**config.mk**
```make
export PLATFORM = sky130hd
export DESIGN_NAME = write_buffer
export DESIGN_NICKNAME = d
export VERILOG_FILES = /design/src/design/obi_pkg.sv /design/src/design/write_buffer.sv
export SDC_FILE = /design/constraint.sdc
export NUM_CORES = 1
export LEC_CHECK = 0
export BUFFER_PORTS_ARGS = -buffer_cell sky130_fd_sc_hd__buf_2
export CAP_MARGIN = 20
export CORE_MARGIN = 2
export CORE_UTILIZATION = 47
export CTS_CLUSTER_SIZE = 14
export DETAILED_ROUTE_END_ITERATION = 7
export PLACE_DENSITY_LB_ADDON = 0.1
export SLEW_MARGIN = 10
export SYNTH_ARGS = -nofsm -noshare
export SYNTH_HDL_FRONTEND = slang
export SYNTH_SLANG_ARGS = --single-unit
```
**constraint.sdc**
```tcl
create_clock -name clk -period 3.3 [get_ports clk]
set_clock_uncertainty 0.1 [all_clocks]
set_input_delay 0.495 -clock clk [delete_from_list [all_inputs] [get_ports clk]]
set_output_delay 0.495 -clock clk [all_outputs]
set_load 0.01 [all_outputs]
```
**src/design/obi_pkg.sv**
```systemverilog
// Shared types for the load/store data path
// Core requests, OBI-style data bus transfers, responses and buffer state
package obi_pkg;

  //////////////////////////////////////////////////////////////////////
  // Widths
  //////////////////////////////////////////////////////////////////////

  // Byte address width on both the core side and the bus side
  localparam int unsigned ADDR_W = 32;
  // Data word width, four byte lanes
  localparam int unsigned DATA_W = 32;

  //////////////////////////////////////////////////////////////////////
  // Enumerations
  //////////////////////////////////////////////////////////////////////

  // Access size as issued by the core
  typedef enum logic [1:0] {
    LSU_BYTE,
    LSU_HALF,
    LSU_WORD
  } lsu_size_e;

  // One-entry write buffer occupancy
  typedef enum logic {
    WBUF_EMPTY,
    WBUF_FULL
  } wbuf_state_e;

  //////////////////////////////////////////////////////////////////////
  // Structures
  //////////////////////////////////////////////////////////////////////

  // Core-side request, store data sits in the low bits
  typedef struct packed {
    logic [ADDR_W-1:0] addr;
    logic              we;
    lsu_size_e         size;
    logic [DATA_W-1:0] wdata;
  } lsu_req_t;

  // Bus transfer with word address, byte enables and lane-aligned data
  typedef struct packed {
    logic [ADDR_W-1:0]   addr;
    logic                we;
    logic [DATA_W/8-1:0] be;
    logic [DATA_W-1:0]   wdata;
    logic                bufferable;
  } obi_data_req_t;

  // Bus response, we tells a store acknowledge from load data
  typedef struct packed {
    logic [DATA_W-1:0] rdata;
    logic              we;
  } obi_data_resp_t;

endpackage

```
**src/design/write_buffer.sv**
```systemverilog
// One-entry write buffer on the data bus
// Posts bufferable stores while the bus stalls, passes everything else through
`timescale 1ns/1ps

module write_buffer (
  input  logic                   clk,
  input  logic                   rst_n,
  // From the request stage
  input  logic                   valid_i,
  output logic                   ready_o,
  input  obi_pkg::obi_data_req_t trans_i,
  // Towards the bus
  output logic                   valid_o,
  input  logic                   ready_i,
  output obi_pkg::obi_data_req_t trans_o
);
  import obi_pkg::*;

  wbuf_state_e   state;
  wbuf_state_e   state_next;
  // Posted store, a payload register without reset
  obi_data_req_t trans_q;
  // An offered transfer that may be posted
  logic          bufferable;
  logic          capture;

  assign bufferable = valid_i && trans_i.bufferable;

  //////////////////////////////////////////////////////////////////////
  // Next state and outputs
  //////////////////////////////////////////////////////////////////////

  always_comb begin
    state_next = state;
    capture    = 1'b0;
    valid_o    = valid_i;
    trans_o    = trans_i;
    ready_o    = ready_i;

    case (state)
      WBUF_EMPTY: begin
        // Pass-through, a bufferable store is always taken
        ready_o = bufferable ? 1'b1 : ready_i;
        if (bufferable && !ready_i) begin
          // Bus is busy, so park the store and free the stage
          capture    = 1'b1;
          state_next = WBUF_FULL;
        end
      end
      WBUF_FULL: begin
        // The posted store goes out first
        valid_o = 1'b1;
        trans_o = trans_q;
        // Loads and unbufferable stores wait for the entry to drain
        ready_o = bufferable && ready_i;
        if (ready_i) begin
          if (bufferable) begin
            // Swap in the next store in the same cycle
            capture = 1'b1;
          end else begin
            state_next = WBUF_EMPTY;
          end
        end
      end
      default: begin
        state_next = WBUF_EMPTY;
      end
    endcase
  end

  //////////////////////////////////////////////////////////////////////
  // Registers
  //////////////////////////////////////////////////////////////////////

  always_ff @(posedge clk or negedge rst_n) begin
    if (!rst_n) begin
      state <= WBUF_EMPTY;
    end else begin
      state <= state_next;
    end
  end

  always_ff @(posedge clk) begin
    if (capture) begin
      trans_q <= trans_i;
    end
  end

endmodule

```
==> impl.org <==
** Placement
- Including well taps, the total number of placed cells is 378.
- Detailed placement finished with a half-perimeter wire length of 4400 um.
- At the end of routability-driven placement, the weighted congestion stood at 0.693.
- Post-placement setup slack :: 0.938 ns
- The placed instances occupy a cell area of 4060 um^2.
- During placement, the flow inserted port buffers numbering 145.

** Timing
- The number of hold violations in the final report is 0.
- Min Hold Slack :: 0.251 ns
- In the finished design, the share of the clock period the worst path needs comes to 81.8%.
- Setup violations remaining at the end of the flow were counted as 0.
- Total count of max-transition violations in the final report :: 0
- Total negative slack :: 0 ns
- Setup repair after global routing missed its margin :: no
- The worst path needs 2.70 ns of the cycle, external delays included.
- Once routing completed, OpenROAD measured the worst setup slack at 0.600 ns.
- Slew HR :: 50.3%
- Maximum clock frequency :: 0.370 GHz
- Actual transition at the worst max-transition pin :: 0.745 ns

** Route
- The first routing iteration left 45 violations.
- In the routed layout, each cell is associated on average with a via count of 4.90.
- Routed via count :: 1937
- Once detail routing completed, the nets flagged for antenna violations numbered 0.
- Post-detailed-route DRC marker count :: 0
- The pre-antenna-repair detailed-routing pass consisted of 4 iterations.
- Avg WL per Cell :: 15.4 um
- For this block, the routed nets add up to 6080 um of wire.

** CTS
- Gates resized during post-CTS repair numbered 0.
- Number of H-tree levels :: 3
- Post-CTS timing repair inserted 0 buffers for setup.
- TritonCTS clock tree :: built
- The clock drives 71 sinks.
- The number of hold buffers added after CTS was 1.
- Clock tree root buffer cell :: clkbuf_8
- TritonCTS Buffers :: 9
- Clock latency on the worst-skew pair, taken at its later pin, is 0.32 ns.
- After clock tree synthesis, the clock-pin slew on the worst setup and hold paths is 0.07 ns.
- Bufs on Longest Clock Path :: 2

** Worst setup path
- Data on the critical path is required at its endpoint by 2.70 ns.
- STA classifies the critical path endpoint as an output port.
- Worst Path Max Fanout :: 45
- Data arrival, critical path :: 2.10 ns
- Worst setup path category :: reg2out
- STA classifies the critical path startpoint as a flop.

** Die
- Once the floorplan was initialized, standard cells occupied 48.4% of the core.
- The die is 87.5 um tall.
- The total area inside the core boundary comes to 6760 um^2.
- Pin placement for this block handled 146 I/O pins.
- Number of rows in the core area :: 30
- Area of the die :: 7650 um^2
- DIE WIDTH :: 87.5 um

** Outcome
- The run finished with clean final reports.

** Logic synthesis
- After synthesis, the largest family of logic cells by area is multiplexers.
- The share of synthesized area in the top cell type comes to 64.2%.
- Synthesis produced a netlist whose cell count is 157.
- Area share of fa/ha/maj cells after synthesis :: 0.650%
- Synth Area in Compound Gates :: 0%
- Number of flip-flops and latches in the synthesized netlist :: 71
- The synthesized netlist occupies a cell area of 3270 um^2.
- Part of the Yosys area used for sequential elements :: 65.0%
- Library cell occupying the most area in the post-synthesis netlist :: edfxtp_1
- Summing the areas of all and, or, nand and nor instances in the mapped netlist gives 0.573% of the synthesized area.
- Dominant cells by area after synthesis :: edfxtp_1 (64%), mux2_4 (27%), mux2_2 (4.1%)
- In this run, distinct cell masters in the synthesized netlist total 13.
- During synthesis, Yosys emitted a total of 0 warnings.
- Mux share of post-synthesis cell area :: 30.7%
- The synthesized netlist devotes 0.268% of its cell area to XOR and XNOR gates.
- Counting every net in the synthesized netlist gives 231.
- After synthesis, the mean cell area works out to 20.8 um^2.

** Cells and area
- The number of antenna diodes in the final layout is 0.
- Count of filler cells inserted in the layout :: 520
- Compared with the post-synthesis result, the final layout area differs by 29.9%.
- Layout cells sized above 1 :: 74.9%
- After the last flow step, the layout net total stands at 384.
- Cells fill 62.9% of the core in the end.
- Non-filler cells in the finished layout :: 395
- Final Instance Area :: 4250 um^2

** GRT
- Gr ovfl total :: 0
- Entering global routing, the biggest net connects 50 pins.
- The via count of the first global-routing pass came to 1850.
- Global routing consumed, over all layers together, 15.6% of the routing resources.
- The initial antenna violation count came to 0.
- The first global-routing pass estimated 8930 um of wire.

** Pwr
- Overall power consumption after layout is estimated at 2.07 mW.
- Dividing total power by cell area gives a power density of 486 nW/um^2.
- Across the VDD grid, the largest voltage drop is 0.275 mV.
- Leakage power of the design :: 1.85 nW

** Min path
- The worst hold path belongs to the class in2reg.

** Flow run
- Across the run, the number of max-cap violations was 0.
## critical path, cell delays in order, from the launching register on
cell     delay [ns]
dfrtp_4        0.92
buf_4          0.35
mux2_2         0.35
buf_2          0.14
## sequential cells by signal (all words and copies together) (netlist names)
name,cells
trans_q,70
state,1
## placed cells by master (no fill, tap or decap), drive strengths merged, types with 2 or more instances in the layout
master,netlist,layout
and2,2,2
buf,8,149
inv,2,2
maj3,2,2
clkinv,0,5
mux2,70,70
edfxtp,70,70
clkbuf,0,10
## area by class of cell
type | instances | area (um^2) | share of cell area (%)
clock buffers | 10 | 128 | 3.00
clock inverters | 6 | 51.3 | 1.21
multi-input cells | 76 | 1060 | 24.8
flip-flops and latches | 71 | 2130 | 50.1
well taps | 80 | 100 | 2.35
inverters | 2 | 7.51 | 0.177
repair buffers | 150 | 778 | 18.3
## logic make-up after synthesis
| logic type | count (synthesis) |
|---|---|
| XOR/XNOR | 1 |
| multiplexers | 70 |
| AND/OR/NAND/NOR | 3 |
| buffers and inverters | 10 |
| adder cells (fa/ha/maj) | 2 |
| flip-flops | 71 |
## metal layers
layer,global-route usage (%),wire (um),up-vias
met3,5.69,511,9
li1,-,-,919
met2,24.2,2930,83
met5,0,0,-
met4,7.13,80,0
met1,19.4,2560,926
## path summary, 6_finish.rpt
kind                            slack (ns)           to         from  depth (start not counted)
max in group asynchronous             2.63        state        rst_n                          2
worst max-delay path                  0.60  trans_o[65]        state                          3
worst max register to register        1.02  trans_q[32]        state                          3
worst min-delay path                  0.25  trans_q[11]  trans_i[11]                          1
min in group asynchronous             0.38        state        rst_n                          2
worst min register to register        1.14        state        state                          1
## cells in the mapped netlist
master	instances
maj3_2	1
or2_2	1
xnor2_1	1
edfxtp_1	70
dfrtp_1	1
maj3_1	1
mux2_4	58
buf_6	7
and2_1	2
inv_1	1
buf_2	1
mux2_2	12
inv_2	1
## power by group
part | leakage (nW) | total (mW) | switching, mW | internal, mW
Sequential | 0.654 | 1.07 | 0.0320 | 1.04
Clock | 0.0925 | 0.629 | 0.290 | 0.339
Combinational | 1.10 | 0.369 | 0.153 | 0.216
Power figures use the tool's default switching activity.
