## src/design/obi_pkg.sv

```systemverilog
// Shared types for the load/store data path
// Core requests, OBI-style data bus transfers, responses and buffer state
package obi_pkg;

  //////////////////////////////////////////////////////////////////////
  // Widths
  //////////////////////////////////////////////////////////////////////

  // Byte address width on both the core side and the bus side
  localparam int unsigned ADDR_W = 32;
  // Data word width, four byte lanes
  localparam int unsigned DATA_W = 32;

  //////////////////////////////////////////////////////////////////////
  // Enumerations
  //////////////////////////////////////////////////////////////////////

  // Access size as issued by the core
  typedef enum logic [1:0] {
    LSU_BYTE,
    LSU_HALF,
    LSU_WORD
  } lsu_size_e;

  // One-entry write buffer occupancy
  typedef enum logic {
    WBUF_EMPTY,
    WBUF_FULL
  } wbuf_state_e;

  //////////////////////////////////////////////////////////////////////
  // Structures
  //////////////////////////////////////////////////////////////////////

  // Core-side request, store data sits in the low bits
  typedef struct packed {
    logic [ADDR_W-1:0] addr;
    logic              we;
    lsu_size_e         size;
    logic [DATA_W-1:0] wdata;
  } lsu_req_t;

  // Bus transfer with word address, byte enables and lane-aligned data
  typedef struct packed {
    logic [ADDR_W-1:0]   addr;
    logic                we;
    logic [DATA_W/8-1:0] be;
    logic [DATA_W-1:0]   wdata;
    logic                bufferable;
  } obi_data_req_t;

  // Bus response, we tells a store acknowledge from load data
  typedef struct packed {
    logic [DATA_W-1:0] rdata;
    logic              we;
  } obi_data_resp_t;

endpackage

```

## src/design/lsu_req_stage.sv

```systemverilog
// Load/store request stage
// Registers core requests and turns them into aligned bus transfers
`timescale 1ns/1ps

module lsu_req_stage #(
  parameter logic [obi_pkg::ADDR_W-1:0] BUF_BASE = '0,
  parameter logic [obi_pkg::ADDR_W-1:0] BUF_SIZE = 'h200
) (
  input  logic                   clk,
  input  logic                   rst_n,
  // Core side
  input  logic                   core_valid_i,
  output logic                   core_ready_o,
  input  obi_pkg::lsu_req_t      core_req_i,
  // Towards the write buffer
  output logic                   stg_valid_o,
  input  logic                   stg_ready_i,
  output obi_pkg::obi_data_req_t stg_trans_o
);
  import obi_pkg::*;

  // Holding register, only the valid flag is control state
  logic          valid_q;
  obi_data_req_t trans_q;

  // Transfer formed from the incoming request
  obi_data_req_t trans_d;
  logic [1:0]    byte_ofs;
  logic          in_region;
  logic          accept;

  //////////////////////////////////////////////////////////////////////
  // Transfer formation
  //////////////////////////////////////////////////////////////////////

  assign byte_ofs = core_req_i.addr[1:0];

  // Region check written as an offset compare so base plus size cannot wrap
  assign in_region = (core_req_i.addr >= BUF_BASE) &&
                     ((core_req_i.addr - BUF_BASE) < BUF_SIZE);

  always_comb begin
    trans_d = '0;
    // The bus only sees word addresses, the lane comes from the enables
    trans_d.addr = {core_req_i.addr[ADDR_W-1:2], 2'b00};
    trans_d.we   = core_req_i.we;

    // Byte enables follow size and the offset inside the word
    // Misaligned halfwords never reach this point
    case (core_req_i.size)
      LSU_BYTE: trans_d.be = 4'b0001 << byte_ofs;
      LSU_HALF: trans_d.be = 4'b0011 << byte_ofs;
      default:  trans_d.be = 4'b1111;
    endcase

    // Move the right-aligned store data up into its byte lanes
    trans_d.wdata = core_req_i.wdata << {byte_ofs, 3'b000};

    // Only stores may be posted, a load always has to reach memory
    trans_d.bufferable = core_req_i.we && in_region;
  end

  //////////////////////////////////////////////////////////////////////
  // Handshake and register
  //////////////////////////////////////////////////////////////////////

  // Take a new request when empty or when the current one leaves now
  assign core_ready_o = !valid_q || stg_ready_i;
  assign accept       = core_valid_i && core_ready_o;

  always_ff @(posedge clk or negedge rst_n) begin
    if (!rst_n) begin
      valid_q <= 1'b0;
    end else if (core_ready_o) begin
      // Either refilled or drained, a held transfer is never dropped
      valid_q <= core_valid_i;
    end
  end

  always_ff @(posedge clk) begin
    if (accept) begin
      trans_q <= trans_d;
    end
  end

  // Payload stays put while the buffer holds off, as the bus rule needs
  assign stg_valid_o = valid_q;
  assign stg_trans_o = trans_q;

endmodule

```

## config.mk

```make
export PLATFORM = sky130hd
export DESIGN_NAME = lsu_req_stage
export DESIGN_NICKNAME = d
export VERILOG_FILES = /design/src/design/obi_pkg.sv /design/src/design/lsu_req_stage.sv
export SDC_FILE = /design/constraint.sdc
export NUM_CORES = 1
export LEC_CHECK = 0
export BUFFER_PORTS_ARGS = -buffer_cell sky130_fd_sc_hd__buf_2
export CORE_ASPECT_RATIO = 1.4
export CORE_MARGIN = 5
export CORE_UTILIZATION = 48
export DETAILED_ROUTE_END_ITERATION = 6
export PLACE_DENSITY = 0.86
export SETUP_SLACK_MARGIN = 0.1
export SLEW_MARGIN = 0
export SYNTH_ARGS = -nofsm -noshare
export SYNTH_HDL_FRONTEND = slang
export SYNTH_SLANG_ARGS = --single-unit
export TNS_END_PERCENT = 10
```

## constraint.sdc

```tcl
create_clock -name clk -period 4.5 [get_ports clk]
set_input_delay 0.225 -clock clk [delete_from_list [all_inputs] [get_ports clk]]
set_output_delay 0.225 -clock clk [all_outputs]
set_load 0.03 [all_outputs]
```

==> flow_metrics.env, run 1 <==
export IMPL_fp_dieArea_um2=7341
export IMPL_worst_pin_slew_ns=0.7526
export IMPL_die_x_um=73.86
export IMPL_stdcell_area_um2=3712
export IMPL_post_route_min_period_ns=1.917
export IMPL_worst_slack_ns=2.583
export IMPL_top_layer_used="met4"
export IMPL_ctsHtreeMaxLevel=3
export IMPL_initial_utilization_pct=49.59
export IMPL_worstPathRequired_ns=4.46
export IMPL_worst_clock_skew_ns=0.005714
export IMPL_dieHeight_um=99.40
export IMPL_run_status="finished clean"
export IMPL_postSynthCellCount=173
export IMPL_buffer_depth_of_the_longest_clock_path=2
export IMPL_portBuffers=140
export IMPL_timing_setup_critical_path_class="reg -> reg"
export IMPL_yosys_area_top_type="edfxtp_1"
export IMPL_asyncSetResetFlopFracSynth_pct=1.449
export IMPL_pwr_density_cell_nw_per_um2=424.0
export IMPL_place_ws_ns=2.582
export IMPL_total_leakage_power_nw=1.583
export IMPL_core_area_um2=5525
export IMPL_grt_usage_pct=18.86
export IMPL_post_cts_sizing_count=0
export IMPL_tritonroute_pass_1_iters=4
export IMPL_wl_met3_um=757
export IMPL_synth_distinct_cells=23
export IMPL_cts_root_buffer_cell="clkbuf_8"
export IMPL_dp_cells=373
export IMPL_first_global_vias=2027
export IMPL_io_pins=143
export IMPL_avgViaCountPerCell=5.069
export IMPL_met2_length_um=3544
export IMPL_insertedDiodeCount=0
export IMPL_hold_wc_path_type="in -> reg"
export IMPL_fin_hold_ws_ns=0.06550
export IMPL_ys_top_cells_by_area="edfxtp_1 75%, mux2i_1 5.8%, nor2b_1 2.3%"
export IMPL_drt_iter0_markers=117
export IMPL_vdd_drop_max_mv=0.2203
export IMPL_placedInstanceArea_um2=3463
export IMPL_yosysMostFrequentCell="edfxtp_1"
export IMPL_synth_warnings=0
export IMPL_cts_setup_buffers=0
export IMPL_grt_start_max_net_pins=51
export IMPL_timing_slew_headroom_pct=49.83
export IMPL_route_layer_met1_wl_um=2450
export IMPL_antenna_violations_before_repair=0
export IMPL_fillerInstances=415
export IMPL_finalSetupTns_ns=0
export IMPL_clk_latency_ns=0.33
export IMPL_report_final_hold_viol_count=0
export IMPL_yosys_register_bits=69
export IMPL_final_layout_size_suffix_gt1_share_pct=49.38
export IMPL_cp_end_kind="flip-flop"
export IMPL_critical_path_peak_fanout=50
export IMPL_syn_mean_instance_area_um2=15.84
export IMPL_synth_commonest_cells="68 x edfxtp_1, 16 x mux2i_1, 10 x nor2_1, 10 x nor2b_1"
export IMPL_layout_cells_non_filler=390
export IMPL_worstPathArrival_ns=1.88
export IMPL_fmaxAchievable_ghz=0.5216
export IMPL_cts_tree="yes"
export IMPL_synth_area_um2=2740
export IMPL_yosys_most_used_dff="edfxtp_1"
export IMPL_post_route_period_util_pct=42.61
export IMPL_yosysSeqAreaShare_pct=75.43
export IMPL_finalSetupViolations=0
export IMPL_crit_start_category="flip-flop"
export IMPL_final_net_count=388
export IMPL_drv_cap=0
export IMPL_rsz0062_at_grt="no"
export IMPL_finalPower_mw=1.574
export IMPL_synth_edff_count=68
export IMPL_synthToLayoutAreaGrowth_pct=35.48
export IMPL_maxSlewViolCount=0
export IMPL_rows=32
export IMPL_drc=0
export IMPL_average_wire_length_per_cell_after_detail_routing_um=17.69
export IMPL_grt_ovfl_total=0
export IMPL_yosysTopAreaCellShare_pct=74.52
export IMPL_cts_buffers_inserted=9
export IMPL_finalWirelength_um=6898
export IMPL_final_antenna_net_count=0
export IMPL_final_util_pct=67.19
export IMPL_hpwl_um=5437
export IMPL_gp_congestion=0.7594
export IMPL_grt_pass1_wl_um=10160
export IMPL_cts_sinks=69
export IMPL_clkTransAtPathRegs_ns=0.07
export IMPL_route_vias_total=1977
## cell families (layout without fill, tap and decap cells)
kind of cell	count (synthesis)	count (layout)	synth area share (%)
flip-flops	69	69	75.43
buffers and inverters	10	158	2.740
AO/OA/AOI/OAI	27	27	6.073
other	1	2	0.1369
multiplexers	16	16	5.845
AND/OR/NAND/NOR	50	50	9.772
## area by class of cell
type | instances | area (um^2) | area share, %
Clock buffer | 10 | 127.6 | 3.438
Clock inverter | 6 | 111.4 | 3.000
Multi-Input combinational cell | 95 | 603.1 | 16.25
Sequential cell | 69 | 2067 | 55.68
Tap cell | 68 | 85.08 | 2.292
Timing Repair Buffer | 142 | 718.2 | 19.35
## worst max-delay path: stages (launching register included)
cell	delay, ns
dfrtp_1	0.38
nand2b_1	0.11
and2_2	0.44
buf_4	0.60
## worst paths after layout
path | startpoint | endpoint | slack, ns | cells past startpoint
setup / recovery | stg_valid_o | stg_trans_o[13] | 2.58 | 3
hold / removal | core_req_i[42] | stg_trans_o[45] | 0.07 | 1
setup reg to reg | stg_valid_o | stg_trans_o[13] | 2.58 | 3
hold reg to reg | stg_valid_o | stg_valid_o | 0.55 | 2
max in group asynchronous | rst_n | stg_valid_o | 4.19 | 2
min in group asynchronous | rst_n | stg_valid_o | 0.22 | 2
## repair_timing
item,CTS,global route
endpoints found under the setup margin,0,0
hold buffers,1,0
endpoints found under the hold margin,1,0
## where the power goes
part	leakage [nW]	switching, mW	internal, mW
Clock	0.116	0.224	0.368
Combinational	0.803	0.151	0.0679
Sequential	0.664	0.00956	0.753
Total	1.58	0.385	1.19
## layer usage
layer | GRT usage [%] | vias up
met5 | 0 | -
met1 | 20.72 | 913
met3 | 5.359 | 11
li1 | - | 943
met4 | 7.810 | 0
met2 | 33.27 | 110
## registers in the layout (all words and copies together) (netlist names)
| signal | cells |
|---|---|
| stg_trans_o | 68 |
| stg_valid_o | 1 |
## cells in the final DEF (no fill, tap or decap)
cell             n
a211o_1          1
a211oi_1         8
a21oi_1          8
and2_1           8
and2_2           1
buf_2          140
buf_4            1
bufinv_16        3
clkbuf_1         1
clkbuf_8         9
clkinv_2         1
clkinv_4         1
clkinvlp_4       1
conb_1           2
dfrtp_1          1
dlygate4sd3_1    1
edfxtp_1        68
mux2i_1         16
nand2_1          9
nand2b_1         3
nand4_1          1
nor2_1          10
nor2_2           1
nor2b_1         10
nor4_1           5
nor4b_1          1
o21ai_0          5
o21bai_1         1
o22ai_1          4
or2_2            1
(Power assumes the default switching activity.)
==> inputs of run 2 (changes only) <==
--- a/config.mk
+++ b/config.mk
@@ -8,9 +8,9 @@
 export BUFFER_PORTS_ARGS = -buffer_cell sky130_fd_sc_hd__buf_2
 export CORE_ASPECT_RATIO = 1.4
 export CORE_MARGIN = 5
-export CORE_UTILIZATION = 48
+export CORE_UTILIZATION = 40
 export DETAILED_ROUTE_END_ITERATION = 6
-export PLACE_DENSITY = 0.86
+export PLACE_DENSITY = 0.77
 export SETUP_SLACK_MARGIN = 0.1
 export SLEW_MARGIN = 0
 export SYNTH_ARGS = -nofsm -noshare
==> constraint.sdc (replaced) <==
create_clock -name clk -period 1.6 [get_ports clk]
set_input_delay 0.08 -clock clk [delete_from_list [all_inputs] [get_ports clk]]
set_output_delay 0.08 -clock clk [all_outputs]
set_load 0.03 [all_outputs]
==> run 2 against run 1 <==
Against the previous run: core utilization down 4.6 points; clock skew up 0.0037 ns; first-iteration DRC count down 17%; cell count up 16%; die area up 18%; hold slack worse by 0.039 ns; global-route usage down 1.1 points; via count up 9.1%; highest routed layer unchanged.
==> flow_metrics.env, run 2 (synthesis gave the netlist of run 1 again) <==
export IMPL_cp_end_kind="flip-flop"
export IMPL_final_util_pct=62.61
export IMPL_fmaxAchievable_ghz=0.7525
export IMPL_crit_start_category="flip-flop"
export IMPL_grt_ovfl_total=0
export IMPL_worstPathArrival_ns=1.35
export IMPL_ctsHtreeMaxLevel=3
export IMPL_dieHeight_um=107.9
export IMPL_final_antenna_net_count=0
export IMPL_p_switching_mw=1.106
export IMPL_power_internal_mw=3.409
export IMPL_cts_sinks=69
export IMPL_power_combinational_fraction_pct=15.6
export IMPL_max_stage_delay_ns=0.43
export IMPL_drt_iter0_markers=97
export IMPL_layout_cells_non_filler=451
export IMPL_largest_reg_flops=68
export IMPL_clkTransAtPathRegs_ns=0.07
export IMPL_cts_root_buffer_cell="clkbuf_8"
export IMPL_critical_path_cell_chain="nand2b_4 -> and2_4 -> buf_12"
export IMPL_area_sequential_um2=2068
export IMPL_drv_cap=0
export IMPL_final_layout_size_suffix_gt1_share_pct=46.52
export IMPL_core_area_um2=6613
export IMPL_total_leakage_power_nw=1.764
export IMPL_worst_slack_ns=0.2711
export IMPL_buffer_depth_of_the_longest_clock_path=2
export IMPL_finalSetupViolations=0
export IMPL_power_clock_fraction_pct=36.8
export IMPL_die_x_um=79.95
export IMPL_place_ws_ns=0.2894
export IMPL_rows=35
export IMPL_grt_pass1_wl_um=11470
export IMPL_finalSetupTns_ns=0
export IMPL_critical_path_peak_fanout=39
export IMPL_maxSlewViolCount=0
export IMPL_final_net_count=426
export IMPL_timing_critical_path_buf_inv=1
export IMPL_power_share_sequential_pct=47.6
export IMPL_worst_path_dominant_cell_family="flip-flops"
export IMPL_crit_path_top_delay_cell="dfrtp_2"
export IMPL_portBuffers=140
export IMPL_vdd_drop_max_mv=0.5464
export IMPL_swShare_pct=24.50
export IMPL_io_pins=143
export IMPL_hold_wc_path_type="in -> reg"
export IMPL_worst_clock_skew_ns=0.009452
export IMPL_cts_tree="yes"
export IMPL_placedInstanceArea_um2=3573
export IMPL_post_cts_sizing_count=0
export IMPL_insertedDiodeCount=0
export IMPL_run_status="finished clean"
export IMPL_first_global_vias=2313
export IMPL_leading_cell_type_in_the_layout_fill_and_taps_excluded="buf_2"
export IMPL_report_final_hold_viol_count=0
export IMPL_hpwl_um=5285
export IMPL_clk_latency_ns=0.33
export IMPL_antenna_violations_before_repair=0
export IMPL_stdcell_area_um2=4140
export IMPL_grt_start_max_net_pins=40
export IMPL_post_route_period_util_pct=83.06
export IMPL_avgViaCountPerCell=4.783
export IMPL_drc=0
export IMPL_multi_input_comb_area_um2=611.8
export IMPL_rsz0062_at_grt="no"
export IMPL_pwr_density_cell_nw_per_um2=1091
export IMPL_cts_buffers_inserted=9
export IMPL_most_common_layout_cells="140 x buf_2, 68 x edfxtp_1, 33 x dlygate4sd3_1, 16 x mux2i_1"
export IMPL_tritonroute_pass_1_iters=4
export IMPL_fin_hold_ws_ns=0.02697
export IMPL_timing_setup_critical_path_class="reg -> reg"
export IMPL_grt_usage_pct=17.81
export IMPL_post_route_min_period_ns=1.329
export IMPL_synthToLayoutAreaGrowth_pct=51.10
export IMPL_initial_utilization_pct=41.44
export IMPL_gp_congestion=0.7688
export IMPL_finalPower_mw=4.515
export IMPL_fillerInstances=480
export IMPL_dp_cells=403
export IMPL_fp_dieArea_um2=8629
export IMPL_route_vias_total=2157
export IMPL_worstPathRequired_ns=1.62
export IMPL_finalWirelength_um=7690
export IMPL_average_wire_length_per_cell_after_detail_routing_um=17.05
run 2: repair_timing:
action                    CTS  global route
hold buffers               33             0
setup buffers               0             0
hold endpoints to repair   33             0
run 2: worst min-delay path: cells and delay by family:
family / cells / cell delay (ns)
buf+inv: 1 / 0.08
simple gates: 2 / 0.17
run 2: worst paths after layout:
check | start | endpoint | slack (ns) | cells past startpoint
max in group asynchronous | rst_n | stg_valid_o | 1.47 | 2
setup / recovery | stg_valid_o | stg_trans_o[55] | 0.27 | 3
hold / removal | stg_ready_i | stg_valid_o | 0.03 | 3
min in group asynchronous | rst_n | stg_valid_o | 0.04 | 2
hold reg to reg | stg_valid_o | stg_valid_o | 0.54 | 2
setup reg to reg | stg_valid_o | stg_trans_o[55] | 0.27 | 3
run 2: per-layer routing:
| metal | part of all wire [%] | track usage (%) | vias up |
|---|---|---|---|
| met2 | 53 | 32.64 | 109 |
| met1 | 36 | 18.72 | 1020 |
| met4 | 1.2 | 6.884 | 0 |
| met5 | 0 | 0 | - |
| met3 | 9.5 | 5.500 | 6 |
| li1 | - | - | 1022 |
run 2: cell type report:
type | count | share of cell area (%)
sequential | 69 | 49.95
multi-input combinational | 95 | 14.78
clock buffer | 9 | 2.992
tap | 92 | 2.780
timing repair buffer | 180 | 26.78
clock inverter | 6 | 2.720
run 2: power by group through the flow:
| stage | logic, mW | registers [mW] | clock network (mW) |
|---|---|---|---|
| 5_1_grt | 0.753 | 2.16 | 1.77 |
| 4_1_cts | 0.703 | 2.15 | 1.67 |
| 3_3_place_gp | 0.628 | 2.18 | 0 |
| 2_1_floorplan | 0.174 | 2.40 | 0 |
| 3_5_place_dp | 0.640 | 2.19 | 0 |
| 6_report | 0.706 | 2.15 | 1.66 |
==> inputs of run 3 (changes only) <==
==> constraint.sdc (replaced) <==
create_clock -name clk -period 1.2 [get_ports clk]
set_input_delay 0.06 -clock clk [delete_from_list [all_inputs] [get_ports clk]]
set_output_delay 0.06 -clock clk [all_outputs]
set_load 0.03 [all_outputs]
==> run 3 against run 2 <==
Against the previous run: maximum frequency increased by 12%; setup slack got worse by 0.26 ns; clock power increased by 5%; power increased by 24%; first-iteration DRC count increased by 29%; clock skew decreased by 0.0038 ns; final area increased by 1.7%; via count increased by 1.4%; combinational power increased by 41%; die area unchanged; sequential share of layout area decreased by 0.82 points; largest cell class unchanged; largest power group unchanged; highest routed layer unchanged.
==> flow_metrics.env, run 3 (synthesis gave the netlist of run 1 again) <==
export IMPL_run_status="finished clean"
export IMPL_antenna_violations_before_repair=0
export IMPL_pwr_density_cell_nw_per_um2=1332
export IMPL_crit_path_top_delay_cell="dfrtp_2"
export IMPL_final_antenna_net_count=0
export IMPL_post_route_period_util_pct=98.95
export IMPL_clk_latency_ns=0.33
export IMPL_gp_congestion=0.7533
export IMPL_finalWirelength_um=7985
export IMPL_most_common_layout_cells="139 x buf_2, 68 x edfxtp_1, 33 x dlygate4sd3_1, 16 x mux2i_1"
export IMPL_rows=35
export IMPL_fillerInstances=487
export IMPL_ctsHtreeMaxLevel=3
export IMPL_finalPower_mw=5.606
export IMPL_fmaxAchievable_ghz=0.8421
export IMPL_post_route_min_period_ns=1.187
export IMPL_report_final_hold_viol_count=0
export IMPL_synthToLayoutAreaGrowth_pct=53.61
export IMPL_p_switching_mw=1.465
export IMPL_dp_cells=406
export IMPL_cts_sinks=69
export IMPL_worstPathRequired_ns=1.23
export IMPL_tritonroute_pass_1_iters=5
export IMPL_average_wire_length_per_cell_after_detail_routing_um=17.63
export IMPL_core_area_um2=6613
export IMPL_worst_path_dominant_cell_family="flip-flops"
export IMPL_final_layout_size_suffix_gt1_share_pct=48.20
export IMPL_dieHeight_um=107.9
export IMPL_grt_pass1_wl_um=11470
export IMPL_cts_tree="yes"
export IMPL_final_util_pct=63.65
export IMPL_clkTransAtPathRegs_ns=0.07
export IMPL_io_pins=143
export IMPL_worstPathArrival_ns=1.22
export IMPL_finalSetupViolations=0
export IMPL_buffer_depth_of_the_longest_clock_path=2
export IMPL_cts_setup_buffers=0
export IMPL_cts_buffers_inserted=9
export IMPL_leading_cell_type_in_the_layout_fill_and_taps_excluded="buf_2"
export IMPL_drv_cap=0
export IMPL_largest_reg_flops=68
export IMPL_worst_clock_skew_ns=0.005676
export IMPL_cp_end_kind="flip-flop"
export IMPL_vdd_drop_max_mv=0.5978
export IMPL_die_x_um=79.95
export IMPL_layout_cells_non_filler=453
export IMPL_maxSlewViolCount=0
export IMPL_total_leakage_power_nw=1.774
export IMPL_max_stage_delay_ns=0.42
export IMPL_portBuffers=140
export IMPL_initial_utilization_pct=41.44
export IMPL_timing_setup_critical_path_class="reg -> reg"
export IMPL_grt_usage_pct=18.11
export IMPL_insertedDiodeCount=0
export IMPL_critical_path_peak_fanout=31
export IMPL_crit_start_category="flip-flop"
export IMPL_swShare_pct=26.14
export IMPL_route_vias_total=2187
export IMPL_finalSetupTns_ns=0
export IMPL_timing_critical_path_buf_inv=1
export IMPL_power_combinational_fraction_pct=17.7
export IMPL_fin_hold_ws_ns=0.01167
export IMPL_cts_root_buffer_cell="clkbuf_8"
export IMPL_power_clock_fraction_pct=31.1
export IMPL_critical_path_cell_chain="nand2b_4 -> and2_4 -> buf_12"
export IMPL_final_net_count=429
export IMPL_hold_wc_path_type="in -> reg"
export IMPL_avgViaCountPerCell=4.828
export IMPL_hpwl_um=5264
export IMPL_first_global_vias=2243
export IMPL_grt_start_max_net_pins=32
export IMPL_power_share_sequential_pct=51.1
export IMPL_drc=0
export IMPL_fp_dieArea_um2=8629
export IMPL_rsz0062_at_grt="yes"
export IMPL_grt_ovfl_total=0
export IMPL_drt_iter0_markers=125
export IMPL_power_internal_mw=4.140
-- run 3: cell type report --
| type | count | area (um^2) | share of cell area [%] |
|---|---|---|---|
| flip-flops and latches | 69 | 2068 | 49.14 |
| repair buffers | 183 | 1171 | 27.82 |
| multi-input cells | 95 | 675.6 | 16.05 |
| clock buffers | 10 | 127.6 | 3.032 |
| well taps | 92 | 115.1 | 2.735 |
| clock inverters | 4 | 51.30 | 1.219 |
-- run 3: power by group through the flow --
stage | combinational, mW | sequential [mW] | clock [mW]
2_1_floorplan | 0.232 | 3.20 | 0
3_3_place_gp | 0.866 | 2.91 | 0
3_5_place_dp | 0.884 | 2.91 | 0
4_1_cts | 0.967 | 2.86 | 1.77
5_1_grt | 1.06 | 2.87 | 1.89
6_report | 0.995 | 2.86 | 1.75
-- run 3: repair_timing --
action / CTS / global route
pin swaps: 0 / 3
hold buffers: 33 / 0
endpoints found under the setup margin: 69 / 70
hold endpoints to repair: 33 / 0
gates resized for setup: 0 / 10
-- run 3: worst min-delay path: stages --
cell and delay [ns]:
buf_2 0.07, nand2b_4 0.11, nand2b_1 0.05
-- run 3: per-stage QoR --
stage	cell area (um^2)	setup slack (ns)
3_3_place_gp	3633	0.03075
6_report	4209	0.01254
3_5_place_dp	3633	0.01923
5_1_grt	4209	-0.01923
2_1_floorplan	2755	-0.3992
4_1_cts	4143	0.006090
-- run 3: path summary, 6_finish.rpt --
kind / to / slack (ns) / from / cells past startpoint
worst max register to register: stg_trans_o[55] / 0.01 / stg_valid_o / 3
worst max-delay path: stg_trans_o[55] / 0.01 / stg_valid_o / 3
worst min-delay path: stg_valid_o / 0.01 / stg_ready_i / 3
worst min register to register: stg_valid_o / 0.54 / stg_valid_o / 2
max in group asynchronous: stg_valid_o / 1.08 / rst_n / 2
min in group asynchronous: stg_valid_o / 0.03 / rst_n / 2
-- run 3: layer usage --
| metal | GRT usage, % | part of all wire [%] | vias up |
|---|---|---|---|
| met5 | 0 | 0 | - |
| met2 | 32.88 | 54 | 130 |
| met3 | 6.667 | 11 | 12 |
| met1 | 17.79 | 32 | 1024 |
| li1 | - | - | 1021 |
| met4 | 8.816 | 1.9 | 0 |
